## config.mk

```make
export PLATFORM = sky130hd
export DESIGN_NAME = controller
export DESIGN_NICKNAME = d
export VERILOG_FILES = /design/src/cpu_ctrl_pkg.sv /design/src/instr_decoder.sv /design/src/flow_decoder.sv /design/src/branch_resolve.sv /design/src/ctrl_pipeline.sv /design/src/controller.sv
export SDC_FILE = /design/constraint.sdc
export NUM_CORES = 1
export LEC_CHECK = 0
export BUFFER_PORTS_ARGS = -buffer_cell sky130_fd_sc_hd__buf_2
export CAP_MARGIN = 5
export CORE_UTILIZATION = 50
export CTS_CLUSTER_SIZE = 28
export DETAILED_ROUTE_END_ITERATION = 10
export PLACE_DENSITY = 0.81
export SETUP_SLACK_MARGIN = 0.15
export SLEW_MARGIN = 10
export SYNTH_ARGS = -nofsm -noshare
export SYNTH_HDL_FRONTEND = slang
export SYNTH_SLANG_ARGS = --single-unit
```

## constraint.sdc

```tcl
create_clock -name clk -period 4 [get_ports clk]
set_clock_uncertainty 0.1 [all_clocks]
set_input_delay 1.2 -clock clk [delete_from_list [all_inputs] [get_ports clk]]
set_output_delay 1.2 -clock clk [all_outputs]
set_load 0.05 [all_outputs]
```

## src/cpu_ctrl_pkg.sv

```systemverilog
package cpu_ctrl_pkg;

    typedef logic [5:0] opcode_t;
    typedef logic [5:0] funct_t;
    typedef logic [4:0] rt_code_t;

    typedef logic [2:0] alu_func_t;
    typedef logic [1:0] sft_func_t;
    typedef logic [1:0] regdst_t;
    typedef logic [2:0] branch_kind_t;
    typedef logic [1:0] jump_kind_t;
    typedef logic [1:0] mem_size_t;

    // Primary opcodes
    localparam opcode_t OP_SPECIAL = 6'b000000;
    localparam opcode_t OP_REGIMM  = 6'b000001;
    localparam opcode_t OP_J       = 6'b000010;
    localparam opcode_t OP_JAL     = 6'b000011;
    localparam opcode_t OP_BEQ     = 6'b000100;
    localparam opcode_t OP_BNE     = 6'b000101;
    localparam opcode_t OP_BLEZ    = 6'b000110;
    localparam opcode_t OP_BGTZ    = 6'b000111;
    localparam opcode_t OP_ADDI    = 6'b001000;
    localparam opcode_t OP_ADDIU   = 6'b001001;
    localparam opcode_t OP_SLTI    = 6'b001010;
    localparam opcode_t OP_SLTIU   = 6'b001011;
    localparam opcode_t OP_ANDI    = 6'b001100;
    localparam opcode_t OP_ORI     = 6'b001101;
    localparam opcode_t OP_XORI    = 6'b001110;
    localparam opcode_t OP_LUI     = 6'b001111;
    localparam opcode_t OP_LB      = 6'b100000;
    localparam opcode_t OP_LH      = 6'b100001;
    localparam opcode_t OP_LW      = 6'b100011;
    localparam opcode_t OP_LBU     = 6'b100100;
    localparam opcode_t OP_LHU     = 6'b100101;
    localparam opcode_t OP_SB      = 6'b101000;
    localparam opcode_t OP_SH      = 6'b101001;
    localparam opcode_t OP_SW      = 6'b101011;

    // SPECIAL function field
    localparam funct_t FN_SLL  = 6'b000000;
    localparam funct_t FN_SRL  = 6'b000010;
    localparam funct_t FN_SRA  = 6'b000011;
    localparam funct_t FN_SLLV = 6'b000100;
    localparam funct_t FN_SRLV = 6'b000110;
    localparam funct_t FN_SRAV = 6'b000111;
    localparam funct_t FN_JR   = 6'b001000;
    localparam funct_t FN_JALR = 6'b001001;
    localparam funct_t FN_ADD  = 6'b100000;
    localparam funct_t FN_ADDU = 6'b100001;
    localparam funct_t FN_SUB  = 6'b100010;
    localparam funct_t FN_SUBU = 6'b100011;
    localparam funct_t FN_AND  = 6'b100100;
    localparam funct_t FN_OR   = 6'b100101;
    localparam funct_t FN_XOR  = 6'b100110;
    localparam funct_t FN_NOR  = 6'b100111;
    localparam funct_t FN_SLT  = 6'b101010;
    localparam funct_t FN_SLTU = 6'b101011;

    // REGIMM selector in rt
    localparam rt_code_t RT_BLTZ   = 5'b00000;
    localparam rt_code_t RT_BGEZ   = 5'b00001;
    localparam rt_code_t RT_BLTZAL = 5'b10000;
    localparam rt_code_t RT_BGEZAL = 5'b10001;

    localparam alu_func_t ALU_ADD  = 3'd0;
    localparam alu_func_t ALU_SUB  = 3'd1;
    localparam alu_func_t ALU_SLT  = 3'd2;
    localparam alu_func_t ALU_SLTU = 3'd3;
    localparam alu_func_t ALU_AND  = 3'd4;
    localparam alu_func_t ALU_NOR  = 3'd5;
    localparam alu_func_t ALU_OR   = 3'd6;
    localparam alu_func_t ALU_XOR  = 3'd7;

    localparam sft_func_t SFT_LUI = 2'd0;
    localparam sft_func_t SFT_SLL = 2'd1;
    localparam sft_func_t SFT_SRA = 2'd2;
    localparam sft_func_t SFT_SRL = 2'd3;

    localparam regdst_t REGDST_RT = 2'd0;
    localparam regdst_t REGDST_RD = 2'd1;
    localparam regdst_t REGDST_RA = 2'd2; // Link register r31

    localparam branch_kind_t BR_EQ    = 3'd0;
    localparam branch_kind_t BR_NE    = 3'd1;
    localparam branch_kind_t BR_GEZ   = 3'd2;
    localparam branch_kind_t BR_GTZ   = 3'd3;
    localparam branch_kind_t BR_LEZ   = 3'd4;
    localparam branch_kind_t BR_LTZ   = 3'd5;
    localparam branch_kind_t BR_GEZAL = 3'd6;
    localparam branch_kind_t BR_LTZAL = 3'd7;

    localparam jump_kind_t JMP_J    = 2'd0;
    localparam jump_kind_t JMP_JR   = 2'd1;
    localparam jump_kind_t JMP_JAL  = 2'd2;
    localparam jump_kind_t JMP_JALR = 2'd3;

    localparam mem_size_t SIZE_BYTE = 2'd0;
    localparam mem_size_t SIZE_HALF = 2'd1;
    localparam mem_size_t SIZE_WORD = 2'd2;

    typedef struct packed {
        opcode_t  op;
        rt_code_t rt_code;
        funct_t   funct;
    } instr_fields_t;

    typedef struct packed {
        logic equal; // rs == rt
        logic g0;    // rs > 0
        logic e0;    // rs == 0
    } cmp_flags_t;

    typedef struct packed {
        logic e;
        logic m;
        logic w;
    } stage_strobes_t;

    typedef struct packed {
        logic      alu_srcb_sel_rt;
        logic      sft_srcb_sel_rs;
        logic      sft_srca_sel_imm;
        logic      res_from_shift; // 0 ALU, 1 shifter
        alu_func_t alu_func;
        sft_func_t sft_func;
        logic      imm_sign;
        logic      intovf_en;
        logic      regwrite;
        regdst_t   regdst;
        logic      reserved_instr;
    } dp_ctrl_t;

    typedef struct packed {
        logic         isbranch;
        branch_kind_t branch;
        logic         isjump;
        jump_kind_t   jump;
        logic         link;
        logic         memreq;
        logic         memwr;
        mem_size_t    size;
        logic         rdata_sign;
        logic         memtoreg;
    } flow_ctrl_t;

    typedef struct packed {
        dp_ctrl_t   dp;
        flow_ctrl_t flow;
        logic       pcsrc;
    } ctrl_word_t;

endpackage

```

## src/instr_decoder.sv

```systemverilog
`timescale 1ns/100ps

module instr_decoder (
    input  cpu_ctrl_pkg::instr_fields_t instr,
    output cpu_ctrl_pkg::dp_ctrl_t      dp
);

    import cpu_ctrl_pkg::*;

    always_comb
    begin
        dp = '0;
        case (instr.op)
            OP_SPECIAL:
            begin
                case (instr.funct)
                    FN_ADD, FN_ADDU, FN_SUB, FN_SUBU, FN_SLT, FN_SLTU,
                    FN_AND, FN_OR, FN_NOR, FN_XOR:
                    begin
                        dp.alu_srcb_sel_rt = 1'b1;
                        dp.regwrite        = 1'b1;
                        dp.regdst          = REGDST_RD;
                        dp.intovf_en       = (instr.funct == FN_ADD) || (instr.funct == FN_SUB);
                        case (instr.funct)
                            FN_SUB, FN_SUBU: dp.alu_func = ALU_SUB;
                            FN_SLT:          dp.alu_func = ALU_SLT;
                            FN_SLTU:         dp.alu_func = ALU_SLTU;
                            FN_AND:          dp.alu_func = ALU_AND;
                            FN_NOR:          dp.alu_func = ALU_NOR;
                            FN_OR:           dp.alu_func = ALU_OR;
                            FN_XOR:          dp.alu_func = ALU_XOR;
                            default:         dp.alu_func = ALU_ADD;
                        endcase
                    end
                    FN_SLL, FN_SRL, FN_SRA, FN_SLLV, FN_SRLV, FN_SRAV:
                    begin
                        dp.res_from_shift  = 1'b1;
                        dp.sft_srcb_sel_rs = instr.funct[2]; // Amount from rs
                        dp.regwrite        = 1'b1;
                        dp.regdst          = REGDST_RD;
                        case (instr.funct)
                            FN_SLL, FN_SLLV: dp.sft_func = SFT_SLL;
                            FN_SRA, FN_SRAV: dp.sft_func = SFT_SRA;
                            default:         dp.sft_func = SFT_SRL;
                        endcase
                    end
                    FN_JR:
                    begin
                        dp.regwrite = 1'b0; // Target only
                    end
                    FN_JALR:
                    begin
                        dp.regwrite = 1'b1;
                        dp.regdst   = REGDST_RD;
                    end
                    default:
                    begin
                        dp.reserved_instr = 1'b1;
                    end
                endcase
            end

            OP_REGIMM:
            begin
                case (instr.rt_code)
                    RT_BLTZ, RT_BGEZ:
                    begin
                        dp.regwrite = 1'b0;
                    end
                    RT_BLTZAL, RT_BGEZAL:
                    begin
                        dp.regwrite = 1'b1; // Return address to r31
                        dp.regdst   = REGDST_RA;
                    end
                    default:
                    begin
                        dp.reserved_instr = 1'b1;
                    end
                endcase
            end

            OP_ADDI, OP_ADDIU, OP_SLTI, OP_SLTIU, OP_ANDI, OP_ORI, OP_XORI:
            begin
                dp.regwrite  = 1'b1;
                dp.regdst    = REGDST_RT;
                dp.imm_sign  = instr.op inside {OP_ADDI, OP_ADDIU, OP_SLTI, OP_SLTIU};
                dp.intovf_en = (instr.op == OP_ADDI);
                case (instr.op)
                    OP_SLTI:  dp.alu_func = ALU_SLT;
                    OP_SLTIU: dp.alu_func = ALU_SLTU;
                    OP_ANDI:  dp.alu_func = ALU_AND;
                    OP_ORI:   dp.alu_func = ALU_OR;
                    OP_XORI:  dp.alu_func = ALU_XOR;
                    default:  dp.alu_func = ALU_ADD;
                endcase
            end

            OP_LUI:
            begin
                dp.res_from_shift   = 1'b1;
                dp.sft_srca_sel_imm = 1'b1;
                dp.sft_func         = SFT_LUI;
                dp.regwrite         = 1'b1;
                dp.regdst           = REGDST_RT;
            end

            OP_LB, OP_LBU, OP_LH, OP_LHU, OP_LW:
            begin
                dp.alu_func = ALU_ADD; // Address = rs + imm
                dp.imm_sign = 1'b1;
                dp.regwrite = 1'b1;
                dp.regdst   = REGDST_RT;
            end

            OP_SB, OP_SH, OP_SW:
            begin
                dp.alu_func = ALU_ADD;
                dp.imm_sign = 1'b1;
            end

            OP_BEQ, OP_BNE, OP_BLEZ, OP_BGTZ, OP_J:
            begin
                dp.regwrite = 1'b0;
            end

            OP_JAL:
            begin
                dp.regwrite = 1'b1;
                dp.regdst   = REGDST_RA;
            end

            default:
            begin
                dp.reserved_instr = 1'b1;
            end
        endcase
    end

endmodule

```

## src/flow_decoder.sv

```systemverilog
`timescale 1ns/100ps

module flow_decoder (
    input  cpu_ctrl_pkg::instr_fields_t instr,
    output cpu_ctrl_pkg::flow_ctrl_t    flow
);

    import cpu_ctrl_pkg::*;

    always_comb
    begin
        flow = '0;
        case (instr.op)
            OP_BEQ, OP_BNE, OP_BLEZ, OP_BGTZ:
            begin
                flow.isbranch = 1'b1;
                case (instr.op)
                    OP_BNE:  flow.branch = BR_NE;
                    OP_BLEZ: flow.branch = BR_LEZ;
                    OP_BGTZ: flow.branch = BR_GTZ;
                    default: flow.branch = BR_EQ;
                endcase
            end

            OP_REGIMM:
            begin
                flow.isbranch = instr.rt_code inside {RT_BLTZ, RT_BGEZ, RT_BLTZAL, RT_BGEZAL};
                flow.link     = instr.rt_code inside {RT_BLTZAL, RT_BGEZAL};
                case (instr.rt_code)
                    RT_BGEZ:   flow.branch = BR_GEZ;
                    RT_BLTZ:   flow.branch = BR_LTZ;
                    RT_BGEZAL: flow.branch = BR_GEZAL;
                    RT_BLTZAL: flow.branch = BR_LTZAL;
                    default:   flow.branch = BR_EQ; // Reserved, isbranch stays low
                endcase
            end

            OP_SPECIAL:
            begin
                flow.isjump = (instr.funct == FN_JR) || (instr.funct == FN_JALR);
                flow.link   = (instr.funct == FN_JALR);
                flow.jump   = (instr.funct == FN_JALR) ? JMP_JALR :
                              (instr.funct == FN_JR)   ? JMP_JR   : JMP_J;
            end

            OP_J, OP_JAL:
            begin
                flow.isjump = 1'b1;
                flow.link   = (instr.op == OP_JAL);
                flow.jump   = (instr.op == OP_JAL) ? JMP_JAL : JMP_J;
            end

            OP_LB, OP_LBU, OP_LH, OP_LHU, OP_LW, OP_SB, OP_SH, OP_SW:
            begin
                flow.memreq     = 1'b1;
                flow.memwr      = instr.op[3]; // Stores are 101xxx
                flow.memtoreg   = !instr.op[3];
                flow.rdata_sign = instr.op inside {OP_LB, OP_LH, OP_LW};
                case (instr.op)
                    OP_LB, OP_LBU, OP_SB: flow.size = SIZE_BYTE;
                    OP_LH, OP_LHU, OP_SH: flow.size = SIZE_HALF;
                    default:              flow.size = SIZE_WORD;
                endcase
            end

            default:
            begin
                flow = '0;
            end
        endcase
    end

endmodule

```

## src/branch_resolve.sv

```systemverilog
`timescale 1ns/100ps

module branch_resolve (
    input  cpu_ctrl_pkg::flow_ctrl_t flow,
    input  cpu_ctrl_pkg::cmp_flags_t cmp,
    output logic                     taken
);

    import cpu_ctrl_pkg::*;

    logic cond;
    logic ge_zero;

    assign ge_zero = cmp.g0 | cmp.e0;

    always_comb
    begin
        case (flow.branch)
            BR_EQ:              cond = cmp.equal;
            BR_NE:              cond = !cmp.equal;
            BR_GEZ, BR_GEZAL:   cond = ge_zero;
            BR_GTZ:             cond = cmp.g0;
            BR_LEZ:             cond = !cmp.g0;
            default:            cond = !ge_zero; // LTZ and LTZAL
        endcase
    end

    assign taken = flow.isbranch & cond;

endmodule

```

## src/ctrl_pipeline.sv

```systemverilog
`timescale 1ns/100ps

module ctrl_pipeline (
    input  logic                         clk,
    input  logic                         arst_n,
    input  cpu_ctrl_pkg::ctrl_word_t     d_ctrl,
    input  cpu_ctrl_pkg::stage_strobes_t flush,
    input  cpu_ctrl_pkg::stage_strobes_t stall,
    output cpu_ctrl_pkg::ctrl_word_t     e_ctrl,
    output cpu_ctrl_pkg::ctrl_word_t     m_ctrl,
    output cpu_ctrl_pkg::ctrl_word_t     w_ctrl
);

    import cpu_ctrl_pkg::*;

    // Index 0 is execute, 1 memory, 2 writeback
    ctrl_word_t [2:0] stage_q;
    ctrl_word_t [2:0] stage_in;
    logic       [2:0] flush_v;
    logic       [2:0] stall_v;

    assign flush_v  = {flush.w, flush.m, flush.e};
    assign stall_v  = {stall.w, stall.m, stall.e};
    assign stage_in = {stage_q[1], stage_q[0], d_ctrl};

    always_ff @(posedge clk or negedge arst_n)
    begin
        if (!arst_n)
        begin
            stage_q <= '0;
        end
        else
        begin
            for (int i = 0; i < 3; i++)
            begin
                if (flush_v[i])
                    stage_q[i] <= '0; // Flush wins over stall
                else if (!stall_v[i])
                    stage_q[i] <= stage_in[i];
            end
        end
    end

    assign e_ctrl = stage_q[0];
    assign m_ctrl = stage_q[1];
    assign w_ctrl = stage_q[2];

endmodule

```

## src/controller.sv

```systemverilog
`timescale 1ns/100ps

module controller (
    input  logic                         clk,
    input  logic                         arst_n,
    input  cpu_ctrl_pkg::instr_fields_t  instr,
    input  cpu_ctrl_pkg::cmp_flags_t     cmp,
    input  cpu_ctrl_pkg::stage_strobes_t flush,
    input  cpu_ctrl_pkg::stage_strobes_t stall,
    output cpu_ctrl_pkg::ctrl_word_t     d_ctrl,
    output cpu_ctrl_pkg::ctrl_word_t     e_ctrl,
    output cpu_ctrl_pkg::ctrl_word_t     m_ctrl,
    output cpu_ctrl_pkg::ctrl_word_t     w_ctrl
);

    import cpu_ctrl_pkg::*;

    dp_ctrl_t   dp;
    flow_ctrl_t flow;
    logic       taken;

    instr_decoder u_instr_decoder (
        .instr (instr),
        .dp    (dp)
    );

    flow_decoder u_flow_decoder (
        .instr (instr),
        .flow  (flow)
    );

    branch_resolve u_branch_resolve (
        .flow  (flow),
        .cmp   (cmp),
        .taken (taken)
    );

    assign d_ctrl = {dp, flow, taken}; // Decode stage word

    ctrl_pipeline u_ctrl_pipeline (
        .clk    (clk),
        .arst_n (arst_n),
        .d_ctrl (d_ctrl),
        .flush  (flush),
        .stall  (stall),
        .e_ctrl (e_ctrl),
        .m_ctrl (m_ctrl),
        .w_ctrl (w_ctrl)
    );

endmodule

```

Word-level counts from Yosys, hierarchy flattened --
Index checks and enable logic that the tools add are counted. Widths: inputs -> output; s select.
Word-level totals: register bits after elaboration 90, bits of input ports 28, output and inout port bits 120, logic and storage cells 193
Cells by class: equality and inequality tests 51, multiplexer cells 42, bitwise logic cells 2, reduce and logical (&&, ||, !) cells 32
Operator list (number):
- $mux 30 | 6
- $eq 6x6->1 const B | 18
- $eq 6x4->1 const B | 10
- $eq 6x3->1 const B | 7
- $eq 6x2->1 const B | 4
- $reduce_or 22->1 | 1
- $pmux 3 s7 | 1
- $reduce_or 18->1 | 1
- $reduce_or 17->1 | 1
- $pmux 3 s5 | 1
- $reduce_or 14->1 | 1
- $logic_not 6->1 | 2
- $mux 2 | 6
- $pmux 3 s2 | 2
- $pmux 3 s4 | 1
- $reduce_or 2->1 | 6
- $mux 1 | 11
- $eq 5x5->1 const B | 2
- $reduce_or 10->1 | 1
- $pmux 1 s3 | 3
- $pmux 3 s3 | 1
- $pmux 2 s2 | 2
- $pmux 4 s2 | 1
- $reduce_bool 4->1 | 2
- other kinds (24) | 36

Longest topological paths before layout --
Gate-level depths: netlist of the first run.
depth in word-level cells 9, gate-level depth with buffers 8, gate-level depth less buffers 6

Modules after synthesis --
A second synthesis of the first run with hierarchy kept.
Second synthesis, totals: cell total of the unflattened synthesis 402, area, all modules 4459.3 um^2
By module, submodules not included:
- ctrl_pipeline | times used 1, cells each 291, area each 3738.6 um^2, sequential area each 2252.2 um^2
- instr_decoder | times used 1, cells each 67, area each 430.4 um^2, sequential area each 0.0 um^2
- flow_decoder | times used 1, cells each 34, area each 225.2 um^2, sequential area each 0.0 um^2
- branch_resolve | times used 1, cells each 9, area each 57.6 um^2, sequential area each 0.0 um^2
- controller | times used 1, cells each 1, area each 7.5 um^2, sequential area each 0.0 um^2

Worst setup path after synthesis of the first run --
No wires, ideal clock.
path kind input-to-output, from input port instr[14] in the netlist's numbering, to output port d_ctrl[0] in the netlist's numbering, arrival time 3.207 ns, path slack -0.507 ns, stages on the path 7, path buffers 1, cells stage by stage nor4_4 > nand3_1 > o21ai_1 > or3_1 > a22oi_1 > nor3_1 > buf_4
RTL lines:
- start: declaration | line controller.sv:6 | input cpu_ctrl_pkg::instr_fields_t instr,
- end: declaration | line controller.sv:10 | output cpu_ctrl_pkg::ctrl_word_t d_ctrl,

==> impl_metrics.env, run 1 <==
export IMPL_setup_ws_ns=-0.0133
export IMPL_final_nets=634
export IMPL_swShare=0.298
export IMPL_comb_power_share=0.158
export IMPL_synthCells=426
export IMPL_dr_pass1_iters=5
export IMPL_synth_most_common_cell="nor2_1"
export IMPL_place_inst=690
export IMPL_r2r_start="u_ctrl_pipeline.e_ctrl[25]"
export IMPL_numPortBuffers=147
export IMPL_cts_clk_slew_worst_paths_ns=0.09
export IMPL_worstReg2RegEnd="u_ctrl_pipeline.e_ctrl[25]"
export IMPL_clk_insertion_delay_late_ns=0.35
export IMPL_ys_top_cells_by_count="nor2_1 (98), dfrtp_1 (90), mux2i_1 (74), nand2_1 (21), a21oi_1 (19)"
export IMPL_syn_num_nets=454
export IMPL_yosys_top_cells_area="dfrtp_1 (52%), mux2i_1 (17%), nor2_1 (8.5%), a21oi_1 (2.2%), nand2_1 (1.8%)"
export IMPL_clockRootBuffer="clkbuf_8"
export IMPL_syn_area_per_cell_sq_um=10.1
export IMPL_layout_min_cycle_time_ns=4.01
export IMPL_drt_iter0_markers=235
export IMPL_dpl_cell_area_sq_um=5430
export IMPL_cts_tree="yes"
export IMPL_hold_end="u_ctrl_pipeline.w_ctrl[25]"
export IMPL_p_int_mw=1.25
export IMPL_ys_seq_area_frac=0.522
export IMPL_io_pins=148
export IMPL_status="finished, violations left"
export IMPL_cts_buffer_depth=2
export IMPL_drc_errors=0
export IMPL_reg2reg_depth=2
export IMPL_place_ws_ns=-0.172
export IMPL_fillers=600
export IMPL_violations="setup timing"
export IMPL_grt_start_max_net_pins=91
export IMPL_grt_pass1_vias=3672
export IMPL_vdd_drop_max_mv=0.151
export IMPL_async_reset_ff_frac=1.00
export IMPL_synth_edff_count=0
export IMPL_ctsHoldBuffers=0
export IMPL_p_seq_frac=0.521
export IMPL_fmax_mhz=249
export IMPL_cp_end_kind="primary output"
export IMPL_chipWidth_um=94.9
export IMPL_antenna_found_initial=0
export IMPL_ys_flop_type="dfrtp_1"
export IMPL_hold_viol_final=0
export IMPL_worstPathMaxFanout=4
export IMPL_drv_cap=0
export IMPL_syn_to_final_growth_pct=39.9
export IMPL_ys_warn_count=0
export IMPL_synth_top_area_frac=0.522
export IMPL_p_leak_nw=3.36
export IMPL_routedWlPerCell_um=17.1
export IMPL_grt_total_usage=0.273
export IMPL_pwr_share_clk=0.321
export IMPL_whs_ns=0.424
export IMPL_relSlewSlack=0.376
export IMPL_start_kind="primary input"
export IMPL_p_total_mw=1.77
export IMPL_numClockSinks=90
export IMPL_die_h_um=94.9
export IMPL_vias=3936
export IMPL_worstMarginPinSlew_ns=0.935
export IMPL_viasPerCell=5.50
export IMPL_syn_area_sq_um=4320
export IMPL_holdPathStages=2
export IMPL_die_area_sq_um=9010
export IMPL_totalWireLength_mm=12.2
export IMPL_antenna_cells=0
export IMPL_yosys_area_top_type="dfrtp_1"
export IMPL_hold_start="u_ctrl_pipeline.w_ctrl[25]"
export IMPL_rsz0062_at_grt="yes"
export IMPL_hpwl_mm=8.48
export IMPL_layout_cells_non_filler=716
export IMPL_cp_data_arrival_time_ns=2.71
export IMPL_setup_violations_final=2
export IMPL_final_max_slew_viol_count=0
export IMPL_p_switching_mw=0.530
export IMPL_worstSetupPathType="primary input to primary output"
export IMPL_coreArea_sq_um=8300
export IMPL_grt_pass1_wl_mm=18.7
export IMPL_stdcell_area_sq_um=6040
export IMPL_num_rows=33
export IMPL_rrSetupSlack_ns=3.10
export IMPL_fin_crit_sh=1.00
export IMPL_initial_core_util=0.520
export IMPL_worstPathRequired_ns=2.70
export IMPL_layout_drive_gt1_share=0.427
export IMPL_grt_overflow=0
export IMPL_ys_types=50
export IMPL_holdCritPathClass="register to register"
export IMPL_routabilityCongestion=1.00
export IMPL_htreeDepth=3
export IMPL_ys_ff_latch=90
export IMPL_ant_nets=0
export IMPL_cts_buffers=9
export IMPL_p_per_area_nw_per_um2=294
power by group through the flow:
stage	registers (mW)	clock network, mW	logic (mW)
after floorplan	0.969	0	0.125
after global placement	0.942	0	0.240
after detailed placement	0.942	0	0.246
after CTS	0.924	0.585	0.265
after global routing	0.925	0.615	0.299
final	0.924	0.570	0.281
critical path, stage by stage:
cell and delay [ns]:
buf_8 0.10, buf_6 0.11, or4_4 0.52, buf_4 0.16, o32ai_2 0.25, a311o_2 0.20, buf_8 0.15
per-layer routing:
metal,part of all wire,GRT usage,wire length [um],up-vias
li1,-,-,-,1815
met1,0.41,0.372,5070,1941
met2,0.51,0.433,6200,153
met3,0.048,0.0322,593,27
met4,0.030,0.133,366,0
met5,0,0,0,-
layout by cell type (no fill, tap or decap), types with 2 or more instances in the layout:
cell,netlist,final
o21ai_2,0,4
buf_4,2,46
inv_6,0,3
nand2_2,0,3
nand2_4,1,3
a21o_1,3,3
nor3_2,1,5
o21ai_1,2,2
mux2i_1,74,73
clkbuf_8,0,9
o21ai_0,9,4
nor4_4,1,2
a21oi_1,19,18
or3_1,2,2
dfrtp_1,90,90
inv_1,10,9
buf_8,0,9
nor2_1,98,95
and2_4,0,2
clkbuf_4,0,2
nor3_1,13,8
o31ai_2,1,2
nor3_4,1,2
buf_6,0,13
nand3_4,0,2
nand4_1,3,3
nor2b_1,6,5
clkinv_4,0,2
buf_2,5,125
nand2b_1,9,8
nand3_1,5,2
nor2_4,0,2
nand2_1,21,16
worst max-delay path by stage:
stage / end / slack [ns] / start
2_1_floorplan: d_ctrl[0] / -0.21 / instr[14]
3_3_place_gp: d_ctrl[23] / -0.15 / instr[14]
3_5_place_dp: d_ctrl[23] / -0.17 / instr[14]
4_1_cts: d_ctrl[23] / -0.03 / instr[14]
5_1_grt: d_ctrl[0] / -0.08 / instr[13]
6_report: d_ctrl[15] / -0.01 / instr[14]
sequential cells by signal, indices dropped and copies added, names as in the netlist:
name,count
u_ctrl_pipeline.e_ctrl,30
u_ctrl_pipeline.m_ctrl,30
u_ctrl_pipeline.w_ctrl,30
layout make-up:
class,instances,area (sq um),area share
flip-flops and latches,90,2250,0.373
multi-input cells,299,2140,0.355
repair buffers,196,1290,0.215
well taps,105,131,0.0218
clock buffers,10,128,0.0211
clock inverters,6,48.8,0.00808
inverters,10,37.5,0.00622
kinds of logic after synthesis:
group                     count (synthesis)  synth area share
and+or+nand+nor                         176             0.197
DFF                                      90             0.522
muxes                                    75             0.174
AOI/OAI and AO/OA                        47            0.0701
buffers and inverters                    37            0.0354
xor gates and xnor gates                  1           0.00203
metrics by stage:
stage          utilization  setup TNS (ns)
6_report             0.727         -0.0225
4_1_cts              0.706         -0.0261
5_1_grt              0.727          -0.245
3_3_place_gp         0.655          -0.546
2_1_floorplan            -          -0.217
3_5_place_dp         0.655          -0.719
timing repair:
action | 4_1_cts | 5_1_grt
endpoints found under the setup margin | 16 | 19
resized for setup | 54 | 38
pin swaps | 15 | 17
setup buffers | 8 | 1
endpoints found under the hold margin | 0 | 0
(Power assumes the default switching activity.)
==> run 2, diff against run 1 <==
CORE_UTILIZATION = 54   (was 50)
PLACE_DENSITY = default   (was 0.81)
PLACE_DENSITY_LB_ADDON = 0.25   (was default)
clock period = 4.95 ns   (was 4 ns; I/O delays follow)
==> run 2 against run 1 <==
  * The run now ends clean
  * Sequential share of layout area grew 5.2 points
  * Flip-flop and latch count unchanged
  * Critical path depth down 1
  * Wire length down 12%
  * Clock power decreased by 22%
  * Clock-buffer cell count is the same
  * First-iteration DRC count down 17%
  * Die area shrank 7.3%
  * Worst setup slack better by 0.23 ns
  * Largest power group unchanged
==> impl_metrics.env, run 2 (synthesized netlist as in run 1, its figures left out) <==
export IMPL_status="finished, final reports clean"
export IMPL_die_h_um=91.4
export IMPL_antenna_found_initial=0
export IMPL_grt_start_max_net_pins=66
export IMPL_swShare=0.293
export IMPL_vias=3644
export IMPL_htreeDepth=3
export IMPL_chipWidth_um=91.4
export IMPL_syn_to_final_growth_pct=22.7
export IMPL_cts_tree="yes"
export IMPL_cp_slowest_cell="nor4_4"
export IMPL_worstPathMaxFanout=8
export IMPL_ctsHoldBuffers=0
export IMPL_ant_nets=0
export IMPL_cts_buffers=9
export IMPL_routabilityCongestion=0.891
export IMPL_comb_power_share=0.133
export IMPL_p_switching_mw=0.403
export IMPL_drt_iter0_markers=194
export IMPL_routedWlPerCell_um=16.2
export IMPL_vdd_drop_max_mv=0.135
export IMPL_hpwl_mm=7.80
export IMPL_cts_clk_slew_worst_paths_ns=0.09
export IMPL_cp_data_arrival_time_ns=3.14
export IMPL_post_cts_buffers=0
export IMPL_p_int_mw=0.973
export IMPL_crit_buf_inv=2
export IMPL_relSlewSlack=0.362
export IMPL_totalWireLength_mm=10.8
export IMPL_crit_family="simple AND/OR/NAND/NOR gates"
export IMPL_start_kind="primary input"
export IMPL_viasPerCell=5.47
export IMPL_antenna_cells=0
export IMPL_io_pins=148
export IMPL_worstMarginPinSlew_ns=0.957
export IMPL_clk_insertion_delay_late_ns=0.36
export IMPL_num_rows=32
export IMPL_drv_cap=0
export IMPL_clockRootBuffer="clkbuf_8"
export IMPL_pwr_share_clk=0.324
export IMPL_drc_errors=0
export IMPL_p_per_area_nw_per_um2=260
export IMPL_final_nets=587
export IMPL_grt_total_usage=0.269
export IMPL_grt_overflow=0
export IMPL_cp_cell_sequence="buf_2 -> nor4_4 -> nand2_1 -> nor4_4 -> and3_1 -> buf_2"
export IMPL_p_leak_nw=3.03
export IMPL_initial_core_util=0.559
export IMPL_grt_pass1_vias=3383
export IMPL_mostFrequentLayoutCell="buf_2"
export IMPL_layout_drive_gt1_share=0.324
export IMPL_place_ws_ns=0.139
export IMPL_p_seq_frac=0.543
export IMPL_layout_min_cycle_time_ns=4.73
export IMPL_die_area_sq_um=8350
export IMPL_rsz0062_at_grt="yes"
export IMPL_worstPathRequired_ns=3.37
export IMPL_worstSetupPathType="primary input to primary output"
export IMPL_coreArea_sq_um=7730
export IMPL_dr_pass1_iters=4
export IMPL_fmax_mhz=211
export IMPL_cts_buffer_depth=2
export IMPL_cp_end_kind="primary output"
export IMPL_fin_tns_setup_ns=0
export IMPL_holdCritPathClass="register to register"
export IMPL_cpPeakStageDelay_ns=0.43
export IMPL_setup_ws_ns=0.221
export IMPL_fin_crit_sh=0.955
export IMPL_grt_pass1_wl_mm=17.7
export IMPL_p_total_mw=1.38
export IMPL_numPortBuffers=147
export IMPL_final_max_slew_viol_count=0
export IMPL_hold_viol_final=0
export IMPL_most_common_layout_cells="buf_2 (143), nor2_1 (97), dfrtp_1 (90)"
export IMPL_setup_violations_final=0
export IMPL_numClockSinks=90
-- run 2: layer usage --
metal | track usage | share of wire | vias up
li1 | - | - | 1724
met2 | 0.434 | 0.49 | 138
met3 | 0.0360 | 0.057 | 14
met1 | 0.376 | 0.44 | 1768
met5 | 0 | 0 | -
met4 | 0.0899 | 0.015 | 0
-- run 2: final timing paths --
kind,startpoint,endpoint,slack (ns),depth (start not counted)
max,instr[15],d_ctrl[28],0.22,6
min,u_ctrl_pipeline.w_ctrl[2],u_ctrl_pipeline.w_ctrl[2],0.42,2
max reg2reg,u_ctrl_pipeline.e_ctrl[6],u_ctrl_pipeline.e_ctrl[6],4.06,2
min reg2reg,u_ctrl_pipeline.w_ctrl[2],u_ctrl_pipeline.w_ctrl[2],0.42,2
max in group asynchronous,arst_n,u_ctrl_pipeline.e_ctrl[5],2.78,2
min in group asynchronous,arst_n,u_ctrl_pipeline.w_ctrl[22],1.10,1
-- run 2: worst register-to-register path, stage by stage, from the launching register on --
cell and delay, ns:
dfrtp_1 0.43, a21oi_1 0.16, nor2_1 0.06
-- run 2: stage by stage --
stage / area, sq um / instances / utilization / hold slack, ns
floorplan: 4330 / 426 / - / 0.661
global placement: 5100 / 650 / 0.660 / 0.399
detailed placement: 5100 / 650 / 0.660 / 0.411
CTS: 5270 / 666 / 0.682 / 0.430
global route: 5300 / 666 / 0.685 / 0.452
finish: 5300 / 666 / 0.685 / 0.423
-- run 2: timing repair --
item	in CTS	in global routing
pin swaps	0	3
resized for setup	1	5
endpoints found under the setup margin	1	7
hold endpoints to repair	0	0
-- run 2: cell type report --
| class | count | area, sq um |
|---|---|---|
| tap | 102 | 128 |
| clock buffer | 10 | 128 |
| inverter | 10 | 37.5 |
| multi-input combinational | 299 | 1950 |
| sequential | 90 | 2250 |
| fill | 624 | 2430 |
| timing repair buffer | 149 | 761 |
| clock inverter | 6 | 42.5 |
-- run 2: power by group through the flow --
stage	registers, mW	logic [mW]	clock network (mW)
final	0.747	0.183	0.446
after global routing	0.748	0.197	0.484
after CTS	0.747	0.182	0.452
after detailed placement	0.761	0.181	0
after global placement	0.761	0.178	0
after floorplan	0.783	0.0982	0
